===== config.mk =====
export PLATFORM = sky130hd
export DESIGN_NAME = decode_stage
export DESIGN_NICKNAME = d
export VERILOG_FILES = /design/src/common/core_pkg.sv /design/src/decode_stage.sv /design/src/format_decoder.sv /design/src/imm_generator.sv /design/src/pipe_reg.sv /design/src/reg_file.sv
export VERILOG_INCLUDE_DIRS = /design/src /design/src/common
export SDC_FILE = /design/constraint.sdc
export NUM_CORES = 2
export LEC_CHECK = 0
export BUFFER_PORTS_ARGS = -buffer_cell sky130_fd_sc_hd__buf_2
export CAP_MARGIN = 15
export CORE_MARGIN = 5
export CORE_UTILIZATION = 35
export DETAILED_ROUTE_END_ITERATION = 16
export PLACE_DENSITY_LB_ADDON = 0.3
export SETUP_SLACK_MARGIN = 0.5
export SYNTH_ARGS = -nofsm -noshare
export SYNTH_HDL_FRONTEND = slang
export SYNTH_HIERARCHICAL = 1
export SYNTH_SLANG_ARGS = --single-unit

===== constraint.sdc =====
create_clock -name clk_i -period 2.8 [get_ports clk_i]
set_input_delay 0.14 -clock clk_i [delete_from_list [all_inputs] [get_ports clk_i]]
set_output_delay 0.14 -clock clk_i [all_outputs]
set_load 0.02 [all_outputs]

===== src/common/core_defs.svh =====
`ifndef CORE_DEFS_SVH
`define CORE_DEFS_SVH

// ~~~~~~~~~~~~~~~~~~~~~~~~~~~~~~
// core sizing
// ~~~~~~~~~~~~~~~~~~~~~~~~~~~~~~

`define XLEN       32   // data and pc width
`define REG_COUNT  32   // x0 .. x31
`define REG_ADDR_W 5    // log2 of REG_COUNT

`endif


===== src/common/core_pkg.sv =====
`include "core_defs.svh"

package core_pkg;

    // ~~~~~~~~~~~~~~~~~~~~~~~~~~~~~~
    // rv32i base opcodes
    // ~~~~~~~~~~~~~~~~~~~~~~~~~~~~~~
    typedef enum logic [6:0] {
        OP     = 7'b0110011,
        OP_IMM = 7'b0010011,
        LOAD   = 7'b0000011,
        STORE  = 7'b0100011,
        BRANCH = 7'b1100011,
        LUI    = 7'b0110111,
        AUIPC  = 7'b0010111,
        JAL    = 7'b1101111,
        JALR   = 7'b1100111
    } opcode_t;

    // funct3 under OP / OP_IMM
    typedef enum logic [2:0] {
        F3_ADD_SUB = 3'b000,
        F3_SLL     = 3'b001,
        F3_SLT     = 3'b010,
        F3_SLTU    = 3'b011,
        F3_XOR     = 3'b100,
        F3_SRL_SRA = 3'b101,
        F3_OR      = 3'b110,
        F3_AND     = 3'b111
    } funct3_t;

    typedef enum logic [2:0] {
        R_FMT, I_FMT, S_FMT, B_FMT, U_FMT, J_FMT, NONE_FMT
    } format_t;

    typedef enum logic [3:0] {
        ADD, SUB, AND, OR, XOR,
        SLL, SRL, SRA,
        SLT, SLTU,
        PASS_B          // lui result is the immediate
    } alu_op_t;

    // ~~~~~~~~~~~~~~~~~~~~~~~~~~~~~~
    // instruction word views
    // ~~~~~~~~~~~~~~~~~~~~~~~~~~~~~~
    typedef struct packed {
        logic [6:0]             funct7;
        logic [`REG_ADDR_W-1:0] rs2;
        logic [`REG_ADDR_W-1:0] rs1;
        logic [2:0]             funct3;
        logic [`REG_ADDR_W-1:0] rd;
        logic [6:0]             opcode;
    } r_type_t;

    typedef struct packed {
        logic [11:0]            imm;
        logic [`REG_ADDR_W-1:0] rs1;
        logic [2:0]             funct3;
        logic [`REG_ADDR_W-1:0] rd;
        logic [6:0]             opcode;
    } i_type_t;

    typedef struct packed {
        logic [6:0]             imm_hi;     // bits 31:25
        logic [`REG_ADDR_W-1:0] rs2;
        logic [`REG_ADDR_W-1:0] rs1;
        logic [2:0]             funct3;
        logic [4:0]             imm_lo;     // bits 11:7
        logic [6:0]             opcode;
    } s_type_t;

    typedef struct packed {
        logic [19:0]            imm;        // bits 31:12
        logic [`REG_ADDR_W-1:0] rd;
        logic [6:0]             opcode;
    } u_type_t;

    typedef union packed {
        r_type_t r;
        i_type_t i;
        s_type_t s;
        u_type_t u;
    } instr_t;

    // ~~~~~~~~~~~~~~~~~~~~~~~~~~~~~~
    // stage payloads
    // ~~~~~~~~~~~~~~~~~~~~~~~~~~~~~~
    typedef struct packed {
        instr_t            instr;
        logic [`XLEN-1:0]  pc;
    } fetch_t;

    typedef struct packed {
        logic [`XLEN-1:0]        pc;
        format_t                 format;
        alu_op_t                 alu_op;
        logic [`REG_ADDR_W-1:0]  rd;
        logic                    rd_we;
        logic                    illegal;
        logic signed [`XLEN-1:0] imm;
        logic [`XLEN-1:0]        rs1_data;
        logic [`XLEN-1:0]        rs2_data;
    } decoded_t;

endpackage


===== src/decode_stage.sv =====
`timescale 1ns/10ps
`include "core_defs.svh"

module decode_stage (
    input  logic                    clk_i,
    input  logic                    rst_i,
    // fetch side
    input  logic                    in_valid_i,
    output logic                    in_ready_o,
    input  logic [`XLEN-1:0]        in_instr_i,
    input  logic [`XLEN-1:0]        in_pc_i,
    // writeback
    input  logic                    wb_we_i,
    input  logic [`REG_ADDR_W-1:0]  wb_addr_i,
    input  logic [`XLEN-1:0]        wb_data_i,
    // decoded bundle
    output logic                    out_valid_o,
    input  logic                    out_ready_i,
    output logic [`XLEN-1:0]        out_pc_o,
    output core_pkg::format_t       out_format_o,
    output core_pkg::alu_op_t       out_alu_op_o,
    output logic [`REG_ADDR_W-1:0]  out_rd_o,
    output logic                    out_rd_we_o,
    output logic                    out_illegal_o,
    output logic signed [`XLEN-1:0] out_imm_o,
    output logic [`XLEN-1:0]        out_rs1_data_o,
    output logic [`XLEN-1:0]        out_rs2_data_o
);
    import core_pkg::*;

    fetch_t                  fetch_in;
    fetch_t                  fetch_q;
    logic                    fetch_valid;
    logic                    dec_ready;
    format_t                 fmt;
    alu_op_t                 alu_op;
    logic                    rd_we;
    logic                    illegal;
    logic signed [`XLEN-1:0] imm;
    logic [`XLEN-1:0]        rs1_data;
    logic [`XLEN-1:0]        rs2_data;
    decoded_t                dec_in;
    decoded_t                dec_q;

    assign fetch_in = '{instr: instr_t'(in_instr_i), pc: in_pc_i};

    pipe_reg #(.payload_t(fetch_t)) u_fetch_reg (
        .clk_i   (clk_i),
        .rst_i   (rst_i),
        .valid_i (in_valid_i),
        .ready_o (in_ready_o),
        .data_i  (fetch_in),
        .valid_o (fetch_valid),
        .ready_i (dec_ready),
        .data_o  (fetch_q)
    );

    // ~~~~~~~~~~~~~~~~~~~~~~~~~~~~~~
    // combinational decode
    // ~~~~~~~~~~~~~~~~~~~~~~~~~~~~~~
    format_decoder u_format_decoder (
        .instr_i   (fetch_q.instr),
        .format_o  (fmt),
        .alu_op_o  (alu_op),
        .rd_we_o   (rd_we),
        .illegal_o (illegal)
    );

    imm_generator u_imm_generator (
        .instr_i  (fetch_q.instr),
        .format_i (fmt),
        .imm_o    (imm)
    );

    reg_file u_reg_file (
        .clk_i      (clk_i),
        .rst_i      (rst_i),
        .rs1_addr_i (fetch_q.instr.r.rs1),
        .rs2_addr_i (fetch_q.instr.r.rs2),
        .rs1_data_o (rs1_data),
        .rs2_data_o (rs2_data),
        .we_i       (wb_we_i),
        .wr_addr_i  (wb_addr_i),
        .wr_data_i  (wb_data_i)
    );

    assign dec_in = '{
        pc:       fetch_q.pc,
        format:   fmt,
        alu_op:   alu_op,
        rd:       fetch_q.instr.r.rd,
        rd_we:    rd_we,
        illegal:  illegal,
        imm:      imm,
        rs1_data: rs1_data,
        rs2_data: rs2_data
    };

    pipe_reg #(.payload_t(decoded_t)) u_decode_reg (
        .clk_i   (clk_i),
        .rst_i   (rst_i),
        .valid_i (fetch_valid),
        .ready_o (dec_ready),
        .data_i  (dec_in),
        .valid_o (out_valid_o),
        .ready_i (out_ready_i),
        .data_o  (dec_q)
    );

    assign out_pc_o       = dec_q.pc;
    assign out_format_o   = dec_q.format;
    assign out_alu_op_o   = dec_q.alu_op;
    assign out_rd_o       = dec_q.rd;
    assign out_rd_we_o    = dec_q.rd_we;
    assign out_illegal_o  = dec_q.illegal;
    assign out_imm_o      = dec_q.imm;
    assign out_rs1_data_o = dec_q.rs1_data;
    assign out_rs2_data_o = dec_q.rs2_data;

endmodule


===== src/format_decoder.sv =====
`timescale 1ns/10ps

module format_decoder (
    input  core_pkg::instr_t  instr_i,
    output core_pkg::format_t format_o,
    output core_pkg::alu_op_t alu_op_o,
    output logic              rd_we_o,
    output logic              illegal_o
);
    import core_pkg::*;

    opcode_t opcode;
    funct3_t funct3;
    logic    alt;         // funct7 bit 30
    alu_op_t arith_op;

    assign opcode = opcode_t'(instr_i.r.opcode);
    assign funct3 = funct3_t'(instr_i.r.funct3);
    assign alt    = instr_i.r.funct7[5];

    // ~~~~~~~~~~~~~~~~~~~~~~~~~~~~~~
    // OP / OP_IMM operation select
    // ~~~~~~~~~~~~~~~~~~~~~~~~~~~~~~
    always_comb begin
        case (funct3)
            F3_ADD_SUB: begin
                // addi has no sub form, bit 30 is immediate there
                arith_op = (alt && opcode == OP) ? SUB : ADD;
            end
            F3_SLL: begin
                arith_op = SLL;
            end
            F3_SLT: begin
                arith_op = SLT;
            end
            F3_SLTU: begin
                arith_op = SLTU;
            end
            F3_XOR: begin
                arith_op = XOR;
            end
            F3_SRL_SRA: begin
                arith_op = alt ? SRA : SRL;
            end
            F3_OR: begin
                arith_op = OR;
            end
            default: begin
                arith_op = AND;
            end
        endcase
    end

    // ~~~~~~~~~~~~~~~~~~~~~~~~~~~~~~
    // opcode to format
    // ~~~~~~~~~~~~~~~~~~~~~~~~~~~~~~
    always_comb begin
        format_o  = NONE_FMT;
        alu_op_o  = ADD;      // address / pc arithmetic
        illegal_o = 1'b0;
        case (opcode)
            OP: begin
                format_o = R_FMT;
                alu_op_o = arith_op;
            end
            OP_IMM: begin
                format_o = I_FMT;
                alu_op_o = arith_op;
            end
            LOAD, JALR: begin
                format_o = I_FMT;
            end
            STORE: begin
                format_o = S_FMT;
            end
            BRANCH: begin
                format_o = B_FMT;
                alu_op_o = SUB;   // compare by subtract
            end
            LUI: begin
                format_o = U_FMT;
                alu_op_o = PASS_B;
            end
            AUIPC: begin
                format_o = U_FMT;
            end
            JAL: begin
                format_o = J_FMT;
            end
            default: begin
                illegal_o = 1'b1; // system, fence, unused
            end
        endcase
    end

    // stores and branches have no rd
    assign rd_we_o = !illegal_o
                  && format_o != S_FMT
                  && format_o != B_FMT
                  && instr_i.r.rd != '0;

endmodule


===== src/imm_generator.sv =====
`timescale 1ns/10ps
`include "core_defs.svh"

module imm_generator (
    input  core_pkg::instr_t        instr_i,
    input  core_pkg::format_t       format_i,
    output logic signed [`XLEN-1:0] imm_o
);
    import core_pkg::*;

    logic is_shift;

    // slli / srli / srai carry shamt in the low immediate bits
    assign is_shift = instr_i.i.opcode == OP_IMM
                   && (instr_i.i.funct3 == F3_SLL || instr_i.i.funct3 == F3_SRL_SRA);

    always_comb begin
        case (format_i)
            I_FMT: begin
                if (is_shift) begin
                    imm_o = {{(`XLEN-5){1'b0}}, instr_i.i.imm[4:0]};
                end else begin
                    imm_o = {{(`XLEN-12){instr_i.i.imm[11]}}, instr_i.i.imm};
                end
            end
            S_FMT: begin
                imm_o = {{(`XLEN-12){instr_i.s.imm_hi[6]}},
                         instr_i.s.imm_hi,
                         instr_i.s.imm_lo};
            end
            B_FMT: begin
                // 31, 7, 30:25, 11:8, then implicit zero
                imm_o = {{(`XLEN-13){instr_i.s.imm_hi[6]}},
                         instr_i.s.imm_hi[6],
                         instr_i.s.imm_lo[0],
                         instr_i.s.imm_hi[5:0],
                         instr_i.s.imm_lo[4:1],
                         1'b0};
            end
            U_FMT: begin
                imm_o = {instr_i.u.imm, 12'b0};
            end
            J_FMT: begin
                // u.imm[19] is bit 31, u.imm[8] is bit 20
                imm_o = {{(`XLEN-21){instr_i.u.imm[19]}},
                         instr_i.u.imm[19],
                         instr_i.u.imm[7:0],
                         instr_i.u.imm[8],
                         instr_i.u.imm[18:9],
                         1'b0};
            end
            default: begin
                imm_o = '0;       // r-type and illegal
            end
        endcase
    end

endmodule


===== src/pipe_reg.sv =====
`timescale 1ns/10ps

module pipe_reg #(
    parameter type payload_t = logic
) (
    input  logic     clk_i,
    input  logic     rst_i,
    // upstream side
    input  logic     valid_i,
    output logic     ready_o,
    input  payload_t data_i,
    // downstream side
    output logic     valid_o,
    input  logic     ready_i,
    output payload_t data_o
);

    logic     full_q;
    payload_t data_q;

    // load when empty or when the held item leaves this cycle
    assign ready_o = !full_q || ready_i;

    always_ff @(posedge clk_i) begin
        if (rst_i) begin
            full_q <= 1'b0;
        end else if (ready_o) begin
            full_q <= valid_i;
        end
    end

    always_ff @(posedge clk_i) begin
        if (valid_i && ready_o) begin
            data_q <= data_i;   // payload, no reset
        end
    end

    assign valid_o = full_q;
    assign data_o  = data_q;

    // a stalled item must not change or vanish
    hold_while_stalled: assert property (
        @(posedge clk_i) disable iff (rst_i)
        valid_o && !ready_i |=> valid_o && $stable(data_o)
    );

endmodule


===== src/reg_file.sv =====
`timescale 1ns/10ps
`include "core_defs.svh"

module reg_file (
    input  logic                   clk_i,
    input  logic                   rst_i,
    // read ports
    input  logic [`REG_ADDR_W-1:0] rs1_addr_i,
    input  logic [`REG_ADDR_W-1:0] rs2_addr_i,
    output logic [`XLEN-1:0]       rs1_data_o,
    output logic [`XLEN-1:0]       rs2_data_o,
    // write port
    input  logic                   we_i,
    input  logic [`REG_ADDR_W-1:0] wr_addr_i,
    input  logic [`XLEN-1:0]       wr_data_i
);

    logic [`XLEN-1:0] regs_q [`REG_COUNT];

    always_ff @(posedge clk_i) begin
        if (rst_i) begin
            for (int i = 0; i < `REG_COUNT; i++) begin
                regs_q[i] <= '0;
            end
        end else if (we_i && wr_addr_i != '0) begin
            regs_q[wr_addr_i] <= wr_data_i;   // x0 writes dropped
        end
    end

    // async read, no write bypass
    assign rs1_data_o = (rs1_addr_i == '0) ? '0 : regs_q[rs1_addr_i];
    assign rs2_data_o = (rs2_addr_i == '0) ? '0 : regs_q[rs2_addr_i];

    x0_reads_zero: assert property (
        @(posedge clk_i) disable iff (rst_i)
        rs1_addr_i == '0 |-> rs1_data_o == '0
    );

endmodule

== Word-level counts from Yosys, hierarchy flattened ==
Memory sizes are Yosys's and may differ from the RTL's. A register that Yosys moved wholly into a read port is not among the register bits.
Index checks and enable logic that the tools add are counted.

* Memories: 1
* Output and inout bits: 144
* Memory bits (writable): 1024
* Bits in read-only memories: 0
* Bits in latches: 0
* Bits in registers: 144

* Magnitude comparators: 0
* Reductions and logical operators: 23
* Shift-type cells: 0
* Add/sub/neg operators: 0
* Divide/modulo/power cells: 0
* Muxes and demuxes: 16
* Eq/ne operators: 22
* Bitwise gates (word level): 0
* Multipliers: 0

{| class="wikitable"
|+ Memory list
! name !! depth !! width !! rd ports !! clocked after memory_dff !! wr ports !! RTL line !! RTL
|-
| u_reg_file.regs_q || 32 || 32 || 2 || 2 || 32 || reg_file.sv:18 || <nowiki>logic [`XLEN-1:0] regs_q [`REG_COUNT];</nowiki>
|}

{| class="wikitable"
|+ Operators with widths
! cell !! number
|-
| 32-bit case mux with 5 select lines || 1
|-
| 32-bit 2-to-1 mux || 2
|-
| 32-bit OR reduction || 1
|-
| 4-bit case mux with 7 select lines || 1
|-
| 7-bit by 6-bit equality test with 1-bit output (second input constant) || 3
|-
| 7-bit equality test (second input constant) || 3
|-
| 3-bit case mux with 6 select lines || 1
|-
| 3-bit equality test (second input constant) || 5
|-
| 7-bit by 5-bit equality test with 1-bit output (second input constant) || 2
|-
| 3-bit by 2-bit equality test with 1-bit output (second input constant) || 4
|-
| 4-bit case mux with 3 select lines || 1
|-
| 5-bit logical NOT || 2
|-
| 5-bit nonzero test || 2
|-
| 1-bit 2-to-1 mux || 9
|-
| 9-bit OR reduction || 1
|-
| 1-bit logical AND || 8
|-
| 7-bit by 2-bit equality test with 1-bit output (second input constant) || 1
|-
| 3-bit by 1-bit equality test with 1-bit output (second input constant) || 2
|-
| 3-bit by 2-bit != test with 1-bit output (second input constant) || 2
|-
| 5-bit 2-to-1 mux || 1
|-
| 2-bit OR reduction || 2
|-
| 3-bit logical NOT || 1
|-
| 1-bit logical OR || 3
|-
| 3-bit OR reduction || 1
|-
| 1-bit logical NOT || 2
|}

== Logic depth before layout (Yosys ltp) ==
* Depth in word-level cells: 7
* Gate-level depth with buffers: 10
* Gate-level depth less buffers: 7

== Hierarchy ==
The synthesis kept the hierarchy.

{| class="wikitable"
|+ By module, submodules not included
! module !! area an instance (µm²) !! cells an instance !! sequential area each (µm²) !! instances
|-
| reg_file || 54253.3 || 3502 || 30749.5 || 1
|-
| pipe_reg (u_decode_reg) || 4319.1 || 147 || 4284.1 || 1
|-
| pipe_reg (u_fetch_reg) || 1976.9 || 69 || 1941.9 || 1
|-
| imm_generator || 470.5 || 80 || 0.0 || 1
|-
| format_decoder || 224.0 || 42 || 0.0 || 1
|}

== Least setup slack after synthesis ==
No wires, ideal clock.

* Kind: reg-to-reg
* Start point: register u_fetch_reg.data_q (netlist bit u_fetch_reg/data_o[34])
* End point: register u_decode_reg.data_q (netlist bit u_decode_reg/data_o[84]) (data pin)
* Arrival time: 2058 ps
* Required time: 2527 ps
* Stages on the path, launching flop included: 8
* Library setup time: 273 ps
* Path slack: 468 ps
* Cells stage by stage: edfxtp_1 -> or3_4 -> o311a_1 -> buf_2 -> nor2b_1 -> o21ai_0 -> clkbuf_1 -> o21ai_0

* Cells in the longest elaborated chain, start to end: 5
* Elaborated cells between the ends (all ways): 20

{| class="wikitable"
|+ Ends and longest elaborated chain
! element !! RTL line !! RTL
|-
| start, declared || pipe_reg.sv:19 || <nowiki>payload_t data_q;</nowiki>
|-
| start signal, assigned || pipe_reg.sv:34 || <nowiki>data_q <= data_i;</nowiki>
|-
| 7-bit by 5-bit equality test with 1-bit output, or another cell as far along || format_decoder.sv:61 || <nowiki>case (opcode)</nowiki>
|-
| 3-bit OR reduction (no line) / 2-bit OR reduction (equally long branches) || -- ||
|-
| 3-bit case mux with 6 select lines (*) || format_decoder.sv:61 ||
|-
| named net fmt[1] || decode_stage.sv:35 || <nowiki>format_t fmt;</nowiki>
|-
| 3-bit equality test, or another cell as far along || imm_generator.sv:18 || <nowiki>case (format_i)</nowiki>
|-
| 32-bit case mux with 5 select lines (*) || imm_generator.sv:18 ||
|-
| named net imm[20] || decode_stage.sv:39 || <nowiki>logic signed [`XLEN-1:0] imm;</nowiki>
|-
| end signal, assigned || pipe_reg.sv:34 ||
|-
| end, declared || pipe_reg.sv:19 ||
|}

The timed path passes the listed nets; every way through them passes the cells marked *.
A chain may end at the register's enable or synchronous reset.

== Worst setup path in the final report ==
* Start point: register u_fetch_reg.data_q (netlist bit u_fetch_reg/data_o[48])
* End point: register u_decode_reg/data_o[44] (netlist name)

* Cells in the longest elaborated chain, start to end: 1

{| class="wikitable"
|+ Ends and longest elaborated chain
! element !! RTL line !! RTL
|-
| 5-bit logical NOT || reg_file.sv:31 || <nowiki>assign rs1_data_o = (rs1_addr_i == '0) ? '0 : regs_q[rs1_addr_i];</nowiki>
|}

Parallel ways exist; a longest one is shown, timed or not.

==> metrics <==
IO Count=250; CP Capture Type=register; dpl cells=6368; number of routed nets with antenna violations=0; Global Route Usage Sum=23.0%; routability cong.=0.862; Routed WL=219000 µm; clk root buf=clkbuf_16; worst vdd ir=0.457 mV; total chip power=45.2 mW; Hold Crit Class=input pin to register; vias in the first global route=39500; status=finished clean; largest net degree at the start of global routing=66; share of cells above drive strength 1=36.6%; Async S/R FF share, synth=0%; fin crit period=2.64 ns; Max-slew headroom=19.7%; Die X-Extent=428 µm; DRT iter0 DRCs=5091; Fin Setup TNS=0 ns; FF+latch area=37000 µm²; via count=39600; post-synth top area cell=edfxtp_1; Multi-input gate area=24200 µm²; Clock Sinks=1232; crit-path max FO=7; sequential share of the synthesized area=60.4%; distinct cell type count of the synthesized netlist=66; initial antenna violation count=19; Finish-stage setup viols=0; Worst EP arrival=3.16 ns; starting density of the core=35.2%; RSZ-0062 raised after global routing=yes; Remaining Overflow, GRT=0; Area growth syn-to-layout=24.2%; Pleak=26.8 nW; cts bufs inserted=135; wire per inst=31.9 µm; final net count=4527; Power Density=595 nW/µm²; fillers=15100; Clock Path Buffers=3; routed vias/inst=5.78; Worst-path clk slew=0.06 ns; Synth top area share=60.3%; DP Wirelength=131000 µm; Critical Path RT=3.32 ns; fin. max-slew vios=0; CP startpoint kind=register; Max Cap Viol=0; row cnt=153; synth warn=6; Finished Layout Cells=6852; final hold viol count=0; mean post-synth cell area=15.9 µm²; EDFF count, synth=1230; Mapped Area=61200 µm²; dpl ws=-0.364 ns; Synth Register Bits=1232; clock skew=0.0311 ns; CTS tree=yes; Synth Instances=3840; prevailing post-synth register cell=edfxtp_1; WHS=0.00655 ns; Core ar.=174000 µm²; worst setup path class=register to register; largest cells by area after synthesis=edfxtp_1 60%, mux4_2 17%, and2_1 10%, mux2i_1 2.5%, clkbuf_1 1.7%; DRC viols=0; fin crit share=94.5%; die footprint=183000 µm²; First-pass DRT Iterations=5; f_max=378 MHz; port bufs=249; global-route wire length before repair=303000 µm; worst setup margin=0.155 ns; H-tree levels=4; Worst-Margin Slew=1.20 ns; Die H=428 µm; most frequent cell after synthesis=edfxtp_1; clk_lat worst skew=0.79 ns; most common library cells after synthesis=1230 x edfxtp_1, 995 x and2_1, 472 x mux4_2
## area by class of cell
class                   count  area share [%]
diodes                      9          0.0296
clock buffers             169            4.78
clock inverters            65           0.634
repair buffers            808            10.3
inverters                   9          0.0494
multi-input cells        2235            31.8
flip-flops and latches   1232            48.6
well taps                2325            3.83
## worst max-delay path, stage by stage, from the launching register on
cell and delay [ns]:
edfxtp_1 0.42, buf_12 0.17, buf_16 0.15, buf_12 0.15, buf_4 0.13, mux4_2 0.43
mux4_2 0.60, o22ai_4 0.21, nor3_1 0.13
## flip-flops by register name, indices dropped and copies added, names as in the netlist
| register | count |
|---|---|
| u_reg_file/regs_q | 1024 |
| u_fetch_reg/valid_o | 1 |
| u_fetch_reg/data_o | 64 |
| u_decode_reg/data_o | 142 |
| u_decode_reg/valid_o | 1 |
## through the flow
stage	instance area, µm²	util, %
CTS	75000	43.1
global route	76000	43.7
finish	76000	43.7
floorplan	61400	-
detailed placement	67100	38.5
global placement	67100	38.5
## power by group
part | switching (mW) | total [mW] | leakage (nW) | internal (mW)
clock network | 7.49 | 17.1 | 2.01 | 9.64
registers | 0.597 | 22.0 | 11.7 | 21.4
logic | 3.28 | 6.10 | 13.1 | 2.82
total | 11.4 | 45.2 | 26.8 | 33.9
## worst paths after layout
kind                                              from                        to  slack (ns)  depth (start not counted)
worst max-delay path            u_fetch_reg/data_o[48]   u_decode_reg/data_o[44]        0.16                          8
worst min-delay path                             rst_i  u_reg_file/regs_q[0][10]       0.007                          2
worst max register to register  u_fetch_reg/data_o[48]   u_decode_reg/data_o[44]        0.16                          8
worst min register to register   u_fetch_reg/data_o[5]  u_decode_reg/data_o[115]        0.41                          0
## layer usage
layer	global-route usage (%)	share of wire (%)	vias to the layer above
met3	3.97	8.5	460
met5	0	0.017	-
met2	36.7	47	2333
li1	-	-	16100
met4	11.1	5.5	6
met1	30.5	39	20700
## cell usage in the layout (no fill, tap or decap), drive strengths merged, types with 55 or more instances in the layout
master | synthesis | final
a2111oi | 55 | 55
a22o | 55 | 55
and2 | 997 | 997
buf | 120 | 710
clkbuf | 275 | 175
dlygate4sd3 | 0 | 87
edfxtp | 1230 | 1230
mux2i | 150 | 150
mux4 | 472 | 472
nor3 | 57 | 57
o22ai | 104 | 104
## repair_timing
| action | 4_1_cts | 5_1_grt |
|---|---|---|
| hold buffers | 87 | 0 |
| resized for setup | 264 | 111 |
| pin swaps | 79 | 52 |
| buffers inserted | 83 | 37 |
| endpoints found under the hold margin | 516 | 0 |
| setup endpoints to repair | 82 | 82 |
| gates cloned | 25 | 9 |
## cell families (layout without fill, tap and decap cells)
| group | Yosys count | count (layout) | synth area share (%) |
|---|---|---|---|
| AND/OR/NAND/NOR | 1244 | 1244 | 12.5 |
| other | 1 | 41 | 0.00612 |
| multiplexers | 653 | 653 | 20.4 |
| flip-flops | 1232 | 1232 | 60.4 |
| AO/OA/AOI/OAI | 306 | 306 | 3.71 |
| buffers and inverters | 404 | 1051 | 3.07 |
No activity file was read; power rests on OpenSTA's default activity.
